$ cat config.mk
export PLATFORM = sky130hd
export DESIGN_NAME = ddcTop
export DESIGN_NICKNAME = d
export VERILOG_FILES = /design/src/source/ddcRegPkg.sv /design/src/source/ddcDspPkg.sv /design/src/source/ddcRegs.sv /design/src/source/ncoMixer.sv /design/src/source/cicDecimator.sv /design/src/source/halfbandDecimator.sv /design/src/source/firCompensator.sv /design/src/source/ddcTop.sv
export VERILOG_INCLUDE_DIRS = /design/src /design/src/include
export SDC_FILE = /design/constraint.sdc
export NUM_CORES = 2
export LEC_CHECK = 0
export BUFFER_PORTS_ARGS = -buffer_cell sky130_fd_sc_hd__buf_4
export CORE_MARGIN = 3
export CORE_UTILIZATION = 60
export CTS_CLUSTER_DIAMETER = 100
export DETAILED_ROUTE_END_ITERATION = 6
export PLACE_DENSITY_LB_ADDON = 0.05
export SLEW_MARGIN = 20
export SYNTH_ARGS = -nofsm -noshare
export SYNTH_HDL_FRONTEND = slang
export SYNTH_HIERARCHICAL = 1
export SYNTH_SLANG_ARGS = --single-unit
$ cat constraint.sdc
create_clock -name clk -period 13.3 [get_ports clk]
set_input_delay 2.66 -clock clk [delete_from_list [all_inputs] [get_ports clk]]
set_output_delay 2.66 -clock clk [all_outputs]
set_load 0.03 [all_outputs]
$ cat src/include/ddc_cfg.svh
`ifndef DDC_CFG_SVH
`define DDC_CFG_SVH

`define DDC_ADDR_W      12
`define DDC_BUS_W       32
`define DDC_ADC_W       16
`define DDC_IQ_W        24 // i/q rail width through the chain.
`define DDC_PHASE_W     32
`define DDC_LUT_BITS    8  // two quadrant bits plus table index.
`define DDC_MAX_DECIM   16

// register map.
`define DDC_CENTER_FREQ 12'h000
`define DDC_CONTROL     12'h004
`define DDC_DECIMATION  12'h008

`endif

$ cat src/source/ddcRegPkg.sv
`include "ddc_cfg.svh"

package ddcRegPkg;

    typedef struct packed {
        logic [`DDC_ADDR_W-1:0]   addr;
        logic [`DDC_BUS_W-1:0]    dataIn;
        logic                     cs;
        logic [`DDC_BUS_W/8-1:0]  wr;     // one strobe per byte lane.
    } regBus_t;

    typedef struct packed {
        logic [`DDC_BUS_W-4:0] reserved;
        logic                  bypassFir;
        logic                  bypassHb;
        logic                  bypassCic; // bit 0.
    } ctrlFields_t;

    typedef union packed {
        logic [`DDC_BUS_W-1:0] raw;
        ctrlFields_t           fields;
    } ctrlWord_u;

    typedef struct packed {
        logic [`DDC_PHASE_W-1:0] centerFreq;
        ctrlWord_u               ctrl;
        logic [7:0]              decimation;
    } ddcCfg_t;

endpackage

$ cat src/source/ddcDspPkg.sv
`include "ddc_cfg.svh"

package ddcDspPkg;

    typedef struct packed {
        logic signed [`DDC_IQ_W-1:0] i;
        logic signed [`DDC_IQ_W-1:0] q;
    } iqSample_t;

    // stage to stage link, valid is a one-cycle strobe.
    typedef struct packed {
        logic      valid;
        iqSample_t data;
    } iqStream_t;

endpackage

$ cat src/source/ddcRegs.sv
`timescale 1ns/1ps
`include "ddc_cfg.svh"

module ddcRegs (
    input  logic                   clk,
    input  logic                   rstN,
    input  ddcRegPkg::regBus_t     bus,
    output logic [`DDC_BUS_W-1:0]  dataOut,
    output ddcRegPkg::ddcCfg_t     cfg
);
    localparam int busW = `DDC_BUS_W;

    logic [busW-1:0]      centerFreq;
    ddcRegPkg::ctrlWord_u ctrl;
    logic [7:0]           decimation;
    logic                 decimOk;

    assign decimOk = (bus.dataIn[7:0] >= 8'd1) && (bus.dataIn[7:0] <= 8'(`DDC_MAX_DECIM));

    always_ff @(posedge clk or negedge rstN) begin
        if (!rstN) begin
            centerFreq <= '0;
            ctrl.raw   <= '0;
            decimation <= 8'd1;
        end else if (bus.cs) begin
            case (bus.addr)
                `DDC_CENTER_FREQ: begin
                    for (int lane = 0; lane < busW / 8; lane++) begin
                        if (bus.wr[lane]) begin
                            centerFreq[lane*8 +: 8] <= bus.dataIn[lane*8 +: 8];
                        end
                    end
                end
                `DDC_CONTROL: begin
                    if (bus.wr[0]) begin
                        ctrl.raw <= {{(busW-3){1'b0}}, bus.dataIn[2:0]}; // bypass bits only.
                    end
                end
                `DDC_DECIMATION: begin
                    if (bus.wr[0] && decimOk) begin
                        decimation <= bus.dataIn[7:0];
                    end
                end
                default: ;
            endcase
        end
    end

    always_comb begin
        dataOut = '0;
        if (bus.cs) begin
            case (bus.addr)
                `DDC_CENTER_FREQ: dataOut = centerFreq;
                `DDC_CONTROL:     dataOut = ctrl.raw;
                `DDC_DECIMATION:  dataOut = {{(busW-8){1'b0}}, decimation};
                default:          dataOut = '0;
            endcase
        end
    end

    assign cfg = '{centerFreq: centerFreq, ctrl: ctrl, decimation: decimation};

    assert property (@(posedge clk) disable iff (!rstN)
        (decimation >= 8'd1) && (decimation <= 8'(`DDC_MAX_DECIM)));

endmodule

$ cat src/source/ncoMixer.sv
`timescale 1ns/1ps
`include "ddc_cfg.svh"

module ncoMixer (
    input  logic                          clk,
    input  logic                          rstN,
    input  logic [`DDC_PHASE_W-1:0]       centerFreq,
    input  logic signed [`DDC_ADC_W-1:0]  adcSample,
    input  logic                          sampleValid,
    output ddcDspPkg::iqStream_t          out
);
    localparam int iqW = `DDC_IQ_W;
    localparam int lutBits = `DDC_LUT_BITS;
    localparam int quarterLen = 1 << (lutBits - 2);

    typedef logic [15:0] quarterTable_t [0:quarterLen];

    // sine over one quadrant, both end points included.
    function automatic quarterTable_t buildTable();
        quarterTable_t t;
        for (int k = 0; k <= quarterLen; k++) begin
            t[k] = 16'($rtoi($sin(k * 3.14159265358979 / (2.0 * quarterLen)) * 32767.0 + 0.5));
        end
        return t;
    endfunction

    localparam quarterTable_t sinTable = buildTable();

    function automatic logic signed [15:0] sinLookup(input logic [lutBits-1:0] ph);
        logic [lutBits-3:0] idx;
        logic [15:0]        mag;
        idx = ph[lutBits-3:0];
        mag = ph[lutBits-2] ? sinTable[quarterLen - idx] : sinTable[idx]; // odd quadrant mirrors.
        return ph[lutBits-1] ? -$signed(mag) : $signed(mag);
    endfunction

    logic [`DDC_PHASE_W-1:0]         phase;
    logic [lutBits-1:0]              lutPhase;
    logic signed [15:0]              cosVal;
    logic signed [15:0]              sinVal;
    logic signed [2*`DDC_ADC_W-1:0]  prodI;
    logic signed [2*`DDC_ADC_W-1:0]  prodQ;
    logic                            outValid;
    ddcDspPkg::iqSample_t            outData;

    assign lutPhase = phase[`DDC_PHASE_W-1 -: lutBits];
    assign sinVal   = sinLookup(lutPhase);
    assign cosVal   = sinLookup(lutPhase + lutBits'(quarterLen)); // cos is sin a quadrant ahead.
    assign prodI    = adcSample * cosVal;
    assign prodQ    = -(adcSample * sinVal);

    always_ff @(posedge clk or negedge rstN) begin
        if (!rstN) begin
            phase    <= '0;
            outValid <= 1'b0;
        end else begin
            outValid <= sampleValid;
            if (sampleValid) begin
                phase <= phase + centerFreq;
            end
        end
    end

    always_ff @(posedge clk) begin
        if (sampleValid) begin
            outData.i <= iqW'(prodI >>> 15);
            outData.q <= iqW'(prodQ >>> 15);
        end
    end

    assign out = '{valid: outValid, data: outData};

endmodule

$ cat src/source/cicDecimator.sv
`timescale 1ns/1ps
`include "ddc_cfg.svh"

module cicDecimator (
    input  logic                  clk,
    input  logic                  rstN,
    input  logic [7:0]            decimation,
    input  logic                  bypass,
    input  ddcDspPkg::iqStream_t  in,
    output ddcDspPkg::iqStream_t  out
);
    localparam int iqW = `DDC_IQ_W;
    localparam int accW = iqW + 2 * $clog2(`DDC_MAX_DECIM); // growth for two stages.

    logic signed [iqW-1:0]  x [2];
    logic signed [accW-1:0] integ1 [2];
    logic signed [accW-1:0] integ2 [2];
    logic signed [accW-1:0] integ1Next [2];
    logic signed [accW-1:0] integ2Next [2];
    logic signed [accW-1:0] combDly1 [2];
    logic signed [accW-1:0] combDly2 [2];
    logic signed [accW-1:0] comb1 [2];
    logic signed [accW-1:0] comb2 [2];
    logic [7:0]             count;
    logic                   emit;
    logic                   outValid;
    ddcDspPkg::iqSample_t   outData;

    assign x[0] = in.data.i;
    assign x[1] = in.data.q;
    assign emit = in.valid && (count >= decimation - 8'd1);

    always_comb begin
        for (int r = 0; r < 2; r++) begin
            integ1Next[r] = integ1[r] + x[r];
            integ2Next[r] = integ2[r] + integ1Next[r];
            comb1[r]      = integ2Next[r] - combDly1[r]; // low-rate combs.
            comb2[r]      = comb1[r] - combDly2[r];
        end
    end

    always_ff @(posedge clk or negedge rstN) begin
        if (!rstN) begin
            for (int r = 0; r < 2; r++) begin
                integ1[r]   <= '0;
                integ2[r]   <= '0;
                combDly1[r] <= '0;
                combDly2[r] <= '0;
            end
            count    <= '0;
            outValid <= 1'b0;
        end else begin
            outValid <= bypass ? in.valid : emit;
            if (in.valid) begin
                count <= emit ? 8'd0 : count + 8'd1;
                for (int r = 0; r < 2; r++) begin
                    integ1[r] <= integ1Next[r];
                    integ2[r] <= integ2Next[r];
                    if (emit) begin
                        combDly1[r] <= integ2Next[r];
                        combDly2[r] <= comb1[r];
                    end
                end
            end
        end
    end

    always_ff @(posedge clk) begin
        if (bypass && in.valid) begin
            outData <= in.data;
        end else if (emit) begin
            outData.i <= comb2[0][iqW-1:0];
            outData.q <= comb2[1][iqW-1:0];
        end
    end

    assign out = '{valid: outValid, data: outData};

    assert property (@(posedge clk) disable iff (!rstN) out.valid |-> $past(in.valid));

endmodule

$ cat src/source/halfbandDecimator.sv
`timescale 1ns/1ps
`include "ddc_cfg.svh"

module halfbandDecimator (
    input  logic                  clk,
    input  logic                  rstN,
    input  logic                  bypass,
    input  ddcDspPkg::iqStream_t  in,
    output ddcDspPkg::iqStream_t  out
);
    localparam int iqW = `DDC_IQ_W;
    localparam int accW = iqW + 8;

    logic signed [iqW-1:0]  x [2];
    logic signed [iqW-1:0]  line [2][6];  // taps 1..6, tap 0 is the input.
    logic signed [accW-1:0] acc [2];
    logic                   phase;
    logic                   emit;
    logic                   outValid;
    ddcDspPkg::iqSample_t   outData;

    assign x[0] = in.data.i;
    assign x[1] = in.data.q;
    assign emit = in.valid && phase;

    always_comb begin
        for (int r = 0; r < 2; r++) begin
            acc[r] = -2 * (x[r] + line[r][5]) + 18 * (line[r][1] + line[r][3])
                   + 32 * line[r][2];
        end
    end

    always_ff @(posedge clk or negedge rstN) begin
        if (!rstN) begin
            phase    <= 1'b0;
            outValid <= 1'b0;
        end else begin
            outValid <= bypass ? in.valid : emit;
            if (in.valid) begin
                phase <= ~phase;
            end
        end
    end

    always_ff @(posedge clk) begin
        if (in.valid) begin
            for (int r = 0; r < 2; r++) begin
                line[r][0] <= x[r];
                for (int k = 1; k < 6; k++) begin
                    line[r][k] <= line[r][k-1];
                end
            end
            if (bypass) begin
                outData <= in.data;
            end else if (phase) begin
                outData.i <= iqW'(acc[0] >>> 6); // taps sum to 64.
                outData.q <= iqW'(acc[1] >>> 6);
            end
        end
    end

    assign out = '{valid: outValid, data: outData};

    assert property (@(posedge clk) disable iff (!rstN)
        (!$past(bypass) && !bypass && out.valid) |=> !out.valid);

endmodule

$ cat src/source/firCompensator.sv
`timescale 1ns/1ps
`include "ddc_cfg.svh"

module firCompensator (
    input  logic                  clk,
    input  logic                  rstN,
    input  logic                  bypass,
    input  ddcDspPkg::iqStream_t  in,
    output ddcDspPkg::iqStream_t  out
);
    localparam int iqW = `DDC_IQ_W;
    localparam int accW = iqW + 8;

    logic signed [iqW-1:0]  x [2];
    logic signed [iqW-1:0]  line [2][4];
    logic signed [accW-1:0] acc [2];
    logic                   outValid;
    ddcDspPkg::iqSample_t   outData;

    assign x[0] = in.data.i;
    assign x[1] = in.data.q;

    // folded symmetric taps.
    always_comb begin
        for (int r = 0; r < 2; r++) begin
            acc[r] = -3 * (x[r] + line[r][3]) - 5 * (line[r][0] + line[r][2])
                   + 80 * line[r][1];
        end
    end

    always_ff @(posedge clk or negedge rstN) begin
        if (!rstN) begin
            outValid <= 1'b0;
        end else begin
            outValid <= in.valid; // full rate.
        end
    end

    always_ff @(posedge clk) begin
        if (in.valid) begin
            for (int r = 0; r < 2; r++) begin
                line[r][0] <= x[r];
                for (int k = 1; k < 4; k++) begin
                    line[r][k] <= line[r][k-1];
                end
            end
            if (bypass) begin
                outData <= in.data;
            end else begin
                outData.i <= iqW'(acc[0] >>> 6);
                outData.q <= iqW'(acc[1] >>> 6);
            end
        end
    end

    assign out = '{valid: outValid, data: outData};

endmodule

$ cat src/source/ddcTop.sv
`timescale 1ns/1ps
`include "ddc_cfg.svh"

module ddcTop (
    input  logic                          clk,
    input  logic                          rstN,
    input  ddcRegPkg::regBus_t            bus,
    output logic [`DDC_BUS_W-1:0]         dataOut,
    input  logic signed [`DDC_ADC_W-1:0]  adcSample,
    input  logic                          sampleValid,
    output ddcDspPkg::iqStream_t          outIq
);
    ddcRegPkg::ddcCfg_t   cfg;
    ddcDspPkg::iqStream_t mixOut;
    ddcDspPkg::iqStream_t cicOut;
    ddcDspPkg::iqStream_t hbOut;

    ddcRegs regs (
        .clk(clk), .rstN(rstN), .bus(bus), .dataOut(dataOut), .cfg(cfg)
    );

    ncoMixer mixer (
        .clk(clk), .rstN(rstN), .centerFreq(cfg.centerFreq),
        .adcSample(adcSample), .sampleValid(sampleValid), .out(mixOut)
    );

    cicDecimator cic (
        .clk(clk), .rstN(rstN), .decimation(cfg.decimation),
        .bypass(cfg.ctrl.fields.bypassCic), .in(mixOut), .out(cicOut)
    );

    halfbandDecimator halfband (
        .clk(clk), .rstN(rstN), .bypass(cfg.ctrl.fields.bypassHb),
        .in(cicOut), .out(hbOut)
    );

    firCompensator fir (
        .clk(clk), .rstN(rstN), .bypass(cfg.ctrl.fields.bypassFir),
        .in(hbOut), .out(outIq)
    );

endmodule

Word-level counts from Yosys, hierarchy flattened
Memory sizes are Yosys's and may differ from the RTL's.
Index checks and enable logic that the tools add are counted.
W data, S select, Z words.
{ "totals": {"register_bits": 490, "ramBits": 480, "mem_bits_ro": 8192, "input_bits": 68, "output_inout_bits": 81, "elab_cells": 136, "mem_count": 6} }
{ "classes": {"n_addsub": 35, "mul": 10, "n_lt_le_gt_ge": 7, "eq_ne": 2, "muxes": 26, "n_bitwise": 5, "n_reduce_logical": 16} }
{ "mem_list": {"columns": ["name", "words", "width", "read_ports", "rd_clocked_by_memory_dff", "write_ports", "line", "text"], "rows": [
  ["(name not given)", 128, 16, 1, 0, 0, "ncoMixer.sv:33", "mag = ph[lutBits-2] ? sinTable[quarterLen - idx] : sinTable[idx];"],
  ["(name not given)", 128, 16, 1, 0, 0, "ncoMixer.sv:33", null],
  ["(name not given)", 128, 16, 1, 0, 0, "ncoMixer.sv:33", null],
  ["(name not given)", 128, 16, 1, 0, 0, "ncoMixer.sv:33", null],
  ["halfband.line", 2, 144, 2, 0, 2, "halfbandDecimator.sv:15", "logic signed [iqW-1:0] line [2][6];"],
  ["fir.line", 2, 96, 2, 0, 2, "firCompensator.sv:15", "logic signed [iqW-1:0] line [2][4];"]
]} }
{ "op_table": {"columns": ["op", "count"], "rows": [
  ["$mux W48", 5],
  ["$add A24 B24 Y25", 8],
  ["$mux W16", 12],
  ["$add A30 B30 Y30", 4],
  ["$add A32 B32 Y32", 3],
  ["$pmux W32 S3", 1],
  ["$sub A24 B24 Y24", 4],
  ["$ge A33 B8 Y1 const B", 2],
  ["$not A32 Y33", 2],
  ["$add A32 B17 Y32", 2],
  ["$mul A16 B16 Y32", 2],
  ["$mul A3 B32 Y30 const A", 2],
  ["$mul A4 B32 Y30 const A", 2],
  ["$mul A5 B32 Y29 const A", 2],
  ["$add A30 B29 Y30", 2],
  ["$sub A30 B30 Y30", 2],
  ["$neg A29 Y29", 2],
  ["$mul A4 B24 Y26 const A", 2],
  ["$mux W32", 1],
  ["$neg A16 Y16", 2],
  ["$neg A32 Y32", 1],
  ["$reduce_and A3 Y1", 6],
  ["$ge A7 B8 Y1 const B", 2],
  ["$sub A7 B6 Y8 const A", 2],
  ["other kinds (16)", 28]
]} }

Longest topological paths before layout
{ "logic_depth": {"depth_word": 10, "ltp_mapped": 44, "depth_no_buf": 39} }

Modules after synthesis
Netlist, hierarchy kept.
{ "modules_own_cells": {"columns": ["module", "n_inst", "cells_each", "area_each_um2", "seq_area_each_um2"], "rows": [
  ["ncoMixer", 1, 3148, 27880.5, 1846.8],
  ["firCompensator", 1, 2259, 23234.8, 7231.9],
  ["halfbandDecimator", 1, 1879, 21803.4, 10139.7],
  ["cicDecimator", 1, 1877, 18333.8, 6471.2],
  ["ddcRegs", 1, 196, 2275.9, 1077.3]
]} }

Worst setup path before layout
Ideal clock, no wire load.
{ "synth_path": {"path_type": "register -> register", "from": "register mixer.phase[25]", "to": "register mixer.outData, in the netlist mixer/out[10], data pin", "setup_time_ns": 0.258, "arrival_time_ns": 9.845, "required_ns": 13.042, "setup_slack_ns": 3.197, "path_stages_with_launch": 42, "path_buffers": 5, "period_less_slack_ns": 10.103, "path_cell_list": "dfrtp_1 -> clkbuf_1 -> inv_1 -> ha_1 -> ha_1 -> buf_2 -> buf_1 -> nand3_1 -> o21a_1 -> a311oi_2 -> nor3_1 -> mux2_2 -> clkbuf_1 -> inv_1 -> ha_1 -> nand2_1 -> o31ai_1 -> xor2_1 -> [... 6 more ...] -> inv_1 -> fa_1 -> fa_1 -> inv_1 -> fa_1 -> inv_1 -> ha_1 -> a21o_1 -> a21oi_1 -> o21bai_1 -> a21o_1 -> a21o_1 -> a221o_1 -> a31o_2 -> a21oi_1 -> o21ai_0 -> a31oi_1 -> xnor2_1"} }
{ "synth_between": {"elab_chain_len": 10, "word_cells_on_any_way": 14, "classes_between": "add/sub (3); mul (1); mux (6); bitwise (2); memory (2)"} }
{ "synth_rtl": {"columns": ["item", "line", "text"], "rows": [
  ["from (decl)", "ncoMixer.sv:37", "logic [`DDC_PHASE_W-1:0] phase;"],
  ["from (signal assigned)", "ncoMixer.sv:59", "phase <= phase + centerFreq;"],
  ["$sub A7 B6 Y8", "ncoMixer.sv:33", null],
  ["$not A32 Y33 (not written as such)", "ncoMixer.sv:33", null],
  ["$mem_v2 Z128 W16", null, null],
  ["$mux W16 (not written as such) (2 in series)", "ncoMixer.sv:33", null],
  ["$mux W16 (*)", "ncoMixer.sv:33", null],
  ["$neg A16 Y16", "ncoMixer.sv:34", "return ph[lutBits-1] ? -$signed(mag) : $signed(mag);"],
  ["$mux W16 (*)", "ncoMixer.sv:34", null],
  ["$mul A16 B16 Y32 (*)", "ncoMixer.sv:50", "assign prodQ = -(adcSample * sinVal);"],
  ["$neg A32 Y32 (*)", "ncoMixer.sv:50", null],
  ["named net mixer.prodQ[25]", "ncoMixer.sv:42", "logic signed [2*`DDC_ADC_W-1:0] prodQ;"],
  ["to (decl)", "ncoMixer.sv:44", "ddcDspPkg::iqSample_t outData;"]
]} }
Mark *: on every way through the listed nets, which the timed path passes. The rest lies on a longest branch. The select of a mux whose other input is x is not followed.
A chain may end at the register's enable or synchronous reset.

Worst setup path after layout
{ "layout_path": {"from": "register mixer.phase[25]", "to": "register mixer.outData, in the netlist mixer/out[15], data pin"} }
Same word-level chain as after synthesis.

==> summary.md <==
| Metric | Value |
|---|---|
| Die width | 400 um |
| H-tree depth | 3 |
| DRT Pass-1 Iters | 6 |
| Period utilization | 0.911 |
| FF+latch area | 26,800 um2 |
| Register clock-pin slew on the reported worst setup and hold paths | 0.06 ns |
| Cts hold-fix bufs | 0 |
| Arr. time, crit path | 12.60 ns |
| Floorplan row count | 144 |
| Most frequent CP cell | inv_1 |
| Fillcell total | 12,500 |
| Port bufs | 148 |
| Cts repair resizes | 0 |
| Via density | 5.72 |
| Minimum clock period after layout | 12.12 ns |
| Final setup viols | 0 |
| Die area | 160,000 um2 |
| Kind of critical path | register to register |
| Ports | 149 |
| Mapped Area | 93,300 um2 |
| Gate Count Post-Synth | 9,329 |
| CTS Buf Count | 105 |
| Final setup TNS | 0 ns |
| Headroom to the max-slew limit | 0.285 |
| Max stage delay cell, worst path | nor2b_2 |
| Vias in the first global route | 68,400 |
| Core footprint | 154,000 um2 |
| Setup crit end kind | register |
| Area of the multi-input gates | 60,000 um2 |
| Antenna violations before repair | 0 |
| Net Count, Synth | 11,300 |
| Die span in y | 400 um |
| Clock latency at the later pin of the worst-skew pair | 0.72 ns |
| Largest net degree at the start of global routing | 139 |
| Hold Path Class | register to register |
| Post-DRT Antenna Nets | 0 |
| DRT Wirelength | 213 mm |
| Clock Skews | 0.0459 ns |
| Slowest Stage Delay on Critical Path | 0.67 ns |
| Nets | 11,300 |
| Routability congestion estimate | 0.907 |
| Fmax | 0.0825 GHz |
| Setup Buffers After CTS | 0 |
| First-pass GRT wire length | 350 mm |
| Clk root buf | clkbuf_16 |
| Clock sink count | 938 |
| Share of cells above drive strength 1 | 0.0800 |
| Post-DP HPWL | 167 mm |
| Startpoint class of the critical path | register |
| Clock buffer depth | 3 |
| Area grow syn2layout | 7.11% |
| CP Max Fanout | 23 |
| CTS tree | done |
| Yosys warnings | 6 |
| Placed insts | 11,300 |
| Tot GR Track Use | 0.266 |
| Required time of the critical path | 13.78 ns |
| Worst Tran Pin Value | 1.07 ns |
| Outcome | finished, final reports clean |
| RSZ-0062 raised after global routing | false |
| Routed length per instance | 18.5 um |
| Initial Util | 0.605 |
| Max_cap viols | 0 |
| ANT cells | 0 |
| # DRC | 0 |
| DRT iter0 DRCs | 3,999 |
| Max Slew Vio Count | 0 |
| Vias | 66,000 |
| Mean Syn Cell Area | 10.0 um2 |
| Gr ovfl total | 0 |
| Hold Fails Final Rpt | 0 |
| Fin cells | 11,500 |
[flip-flops by register name, summed over array words and instances, names as in the netlist, 3 cells and up]
name and flops:
cic/combDly1 48, cic/combDly2 48, cic/count 8, cic/integ1 48, cic/integ2 48, cic/out 48, fir/line 192, fir/out 48
halfband/line 288, halfband/out 48, mixer/out 34, mixer/phase 32, regs/centerFreq 32, regs/ctrl 3, regs/decimation 8
[worst max-delay path, delay by kind of cell, from the launching register on]
kind            cells  cell delay, ns
buf+inv             8            1.23
fa+ha+maj           9            4.02
flops               1            0.61
simple gates        9            2.30
compound gates      7            2.13
xor+xnor            3            1.10
mux                 1            0.46
[final cells by class]
| cell class | instances | area share |
|---|---|---|
| clock inverter | 74 | 0.00844 |
| inverter | 1470 | 0.0552 |
| sequential | 938 | 0.268 |
| clock buffer | 125 | 0.0273 |
| timing repair buffer | 201 | 0.0154 |
| multi-input combinational | 6679 | 0.600 |
| tap | 2044 | 0.0256 |
[cells in the final DEF (no fill, tap or decap), types with 105 or more instances in the layout]
cell	instances
ha_1	1117
clkbuf_16	105
inv_1	1465
xnor2_1	442
and2_1	281
o21ai_0	372
dfrtp_1	272
a21oi_1	530
nor2_1	413
fa_1	741
mux2_2	241
buf_4	198
edfxtp_1	658
nand3_1	122
nand2_1	655
nor3_1	106
xor2_1	185
a21o_1	238
[metrics by stage]
step | utilization | hold slack (ns) | setup slack (ns) | cell area [um2]
2_1_floorplan | - | 0.400 | 3.20 | 93300
3_5_place_dp | 0.625 | 0.405 | 1.23 | 96400
5_1_grt | 0.648 | 0.388 | 0.574 | 99900
6_report | 0.648 | 0.381 | 1.18 | 99900
3_3_place_gp | 0.624 | 0.400 | 1.09 | 96300
4_1_cts | 0.648 | 0.377 | 1.22 | 99900
[routing by layer]
layer | vias up | GRT usage | routed length, um
met3 | 384 | 0.0252 | 8520
met2 | 1417 | 0.461 | 103000
li1 | 31800 | - | -
met4 | 0 | 0.0707 | 5500
met1 | 32300 | 0.360 | 96200
met5 | - | 0 | 0
[path summary, 6_finish.rpt]
check	slack, ns	depth (start not counted)	endpoint	from
max	1.18	37	mixer/out[15]$_DFFE_PP_	mixer/phase[25]$_DFFE_PN0P_
min	0.38	0	halfband/line[0][105]$_DFFE_PP_	halfband/line[0][129]$_DFFE_PP_
max reg2reg	1.18	37	mixer/out[15]$_DFFE_PP_	mixer/phase[25]$_DFFE_PN0P_
min reg2reg	0.38	0	halfband/line[0][105]$_DFFE_PP_	halfband/line[0][129]$_DFFE_PP_
max in group asynchronous	9.25	3	regs/ctrl[1]$_DFFE_PN0P_	rstN
min in group asynchronous	1.99	1	cic/combDly2[21]$_DFFE_PN0P_	rstN
Power is not shown: default switching activity piles up to over one toggle a cycle in this logic, so the estimate is an artifact.
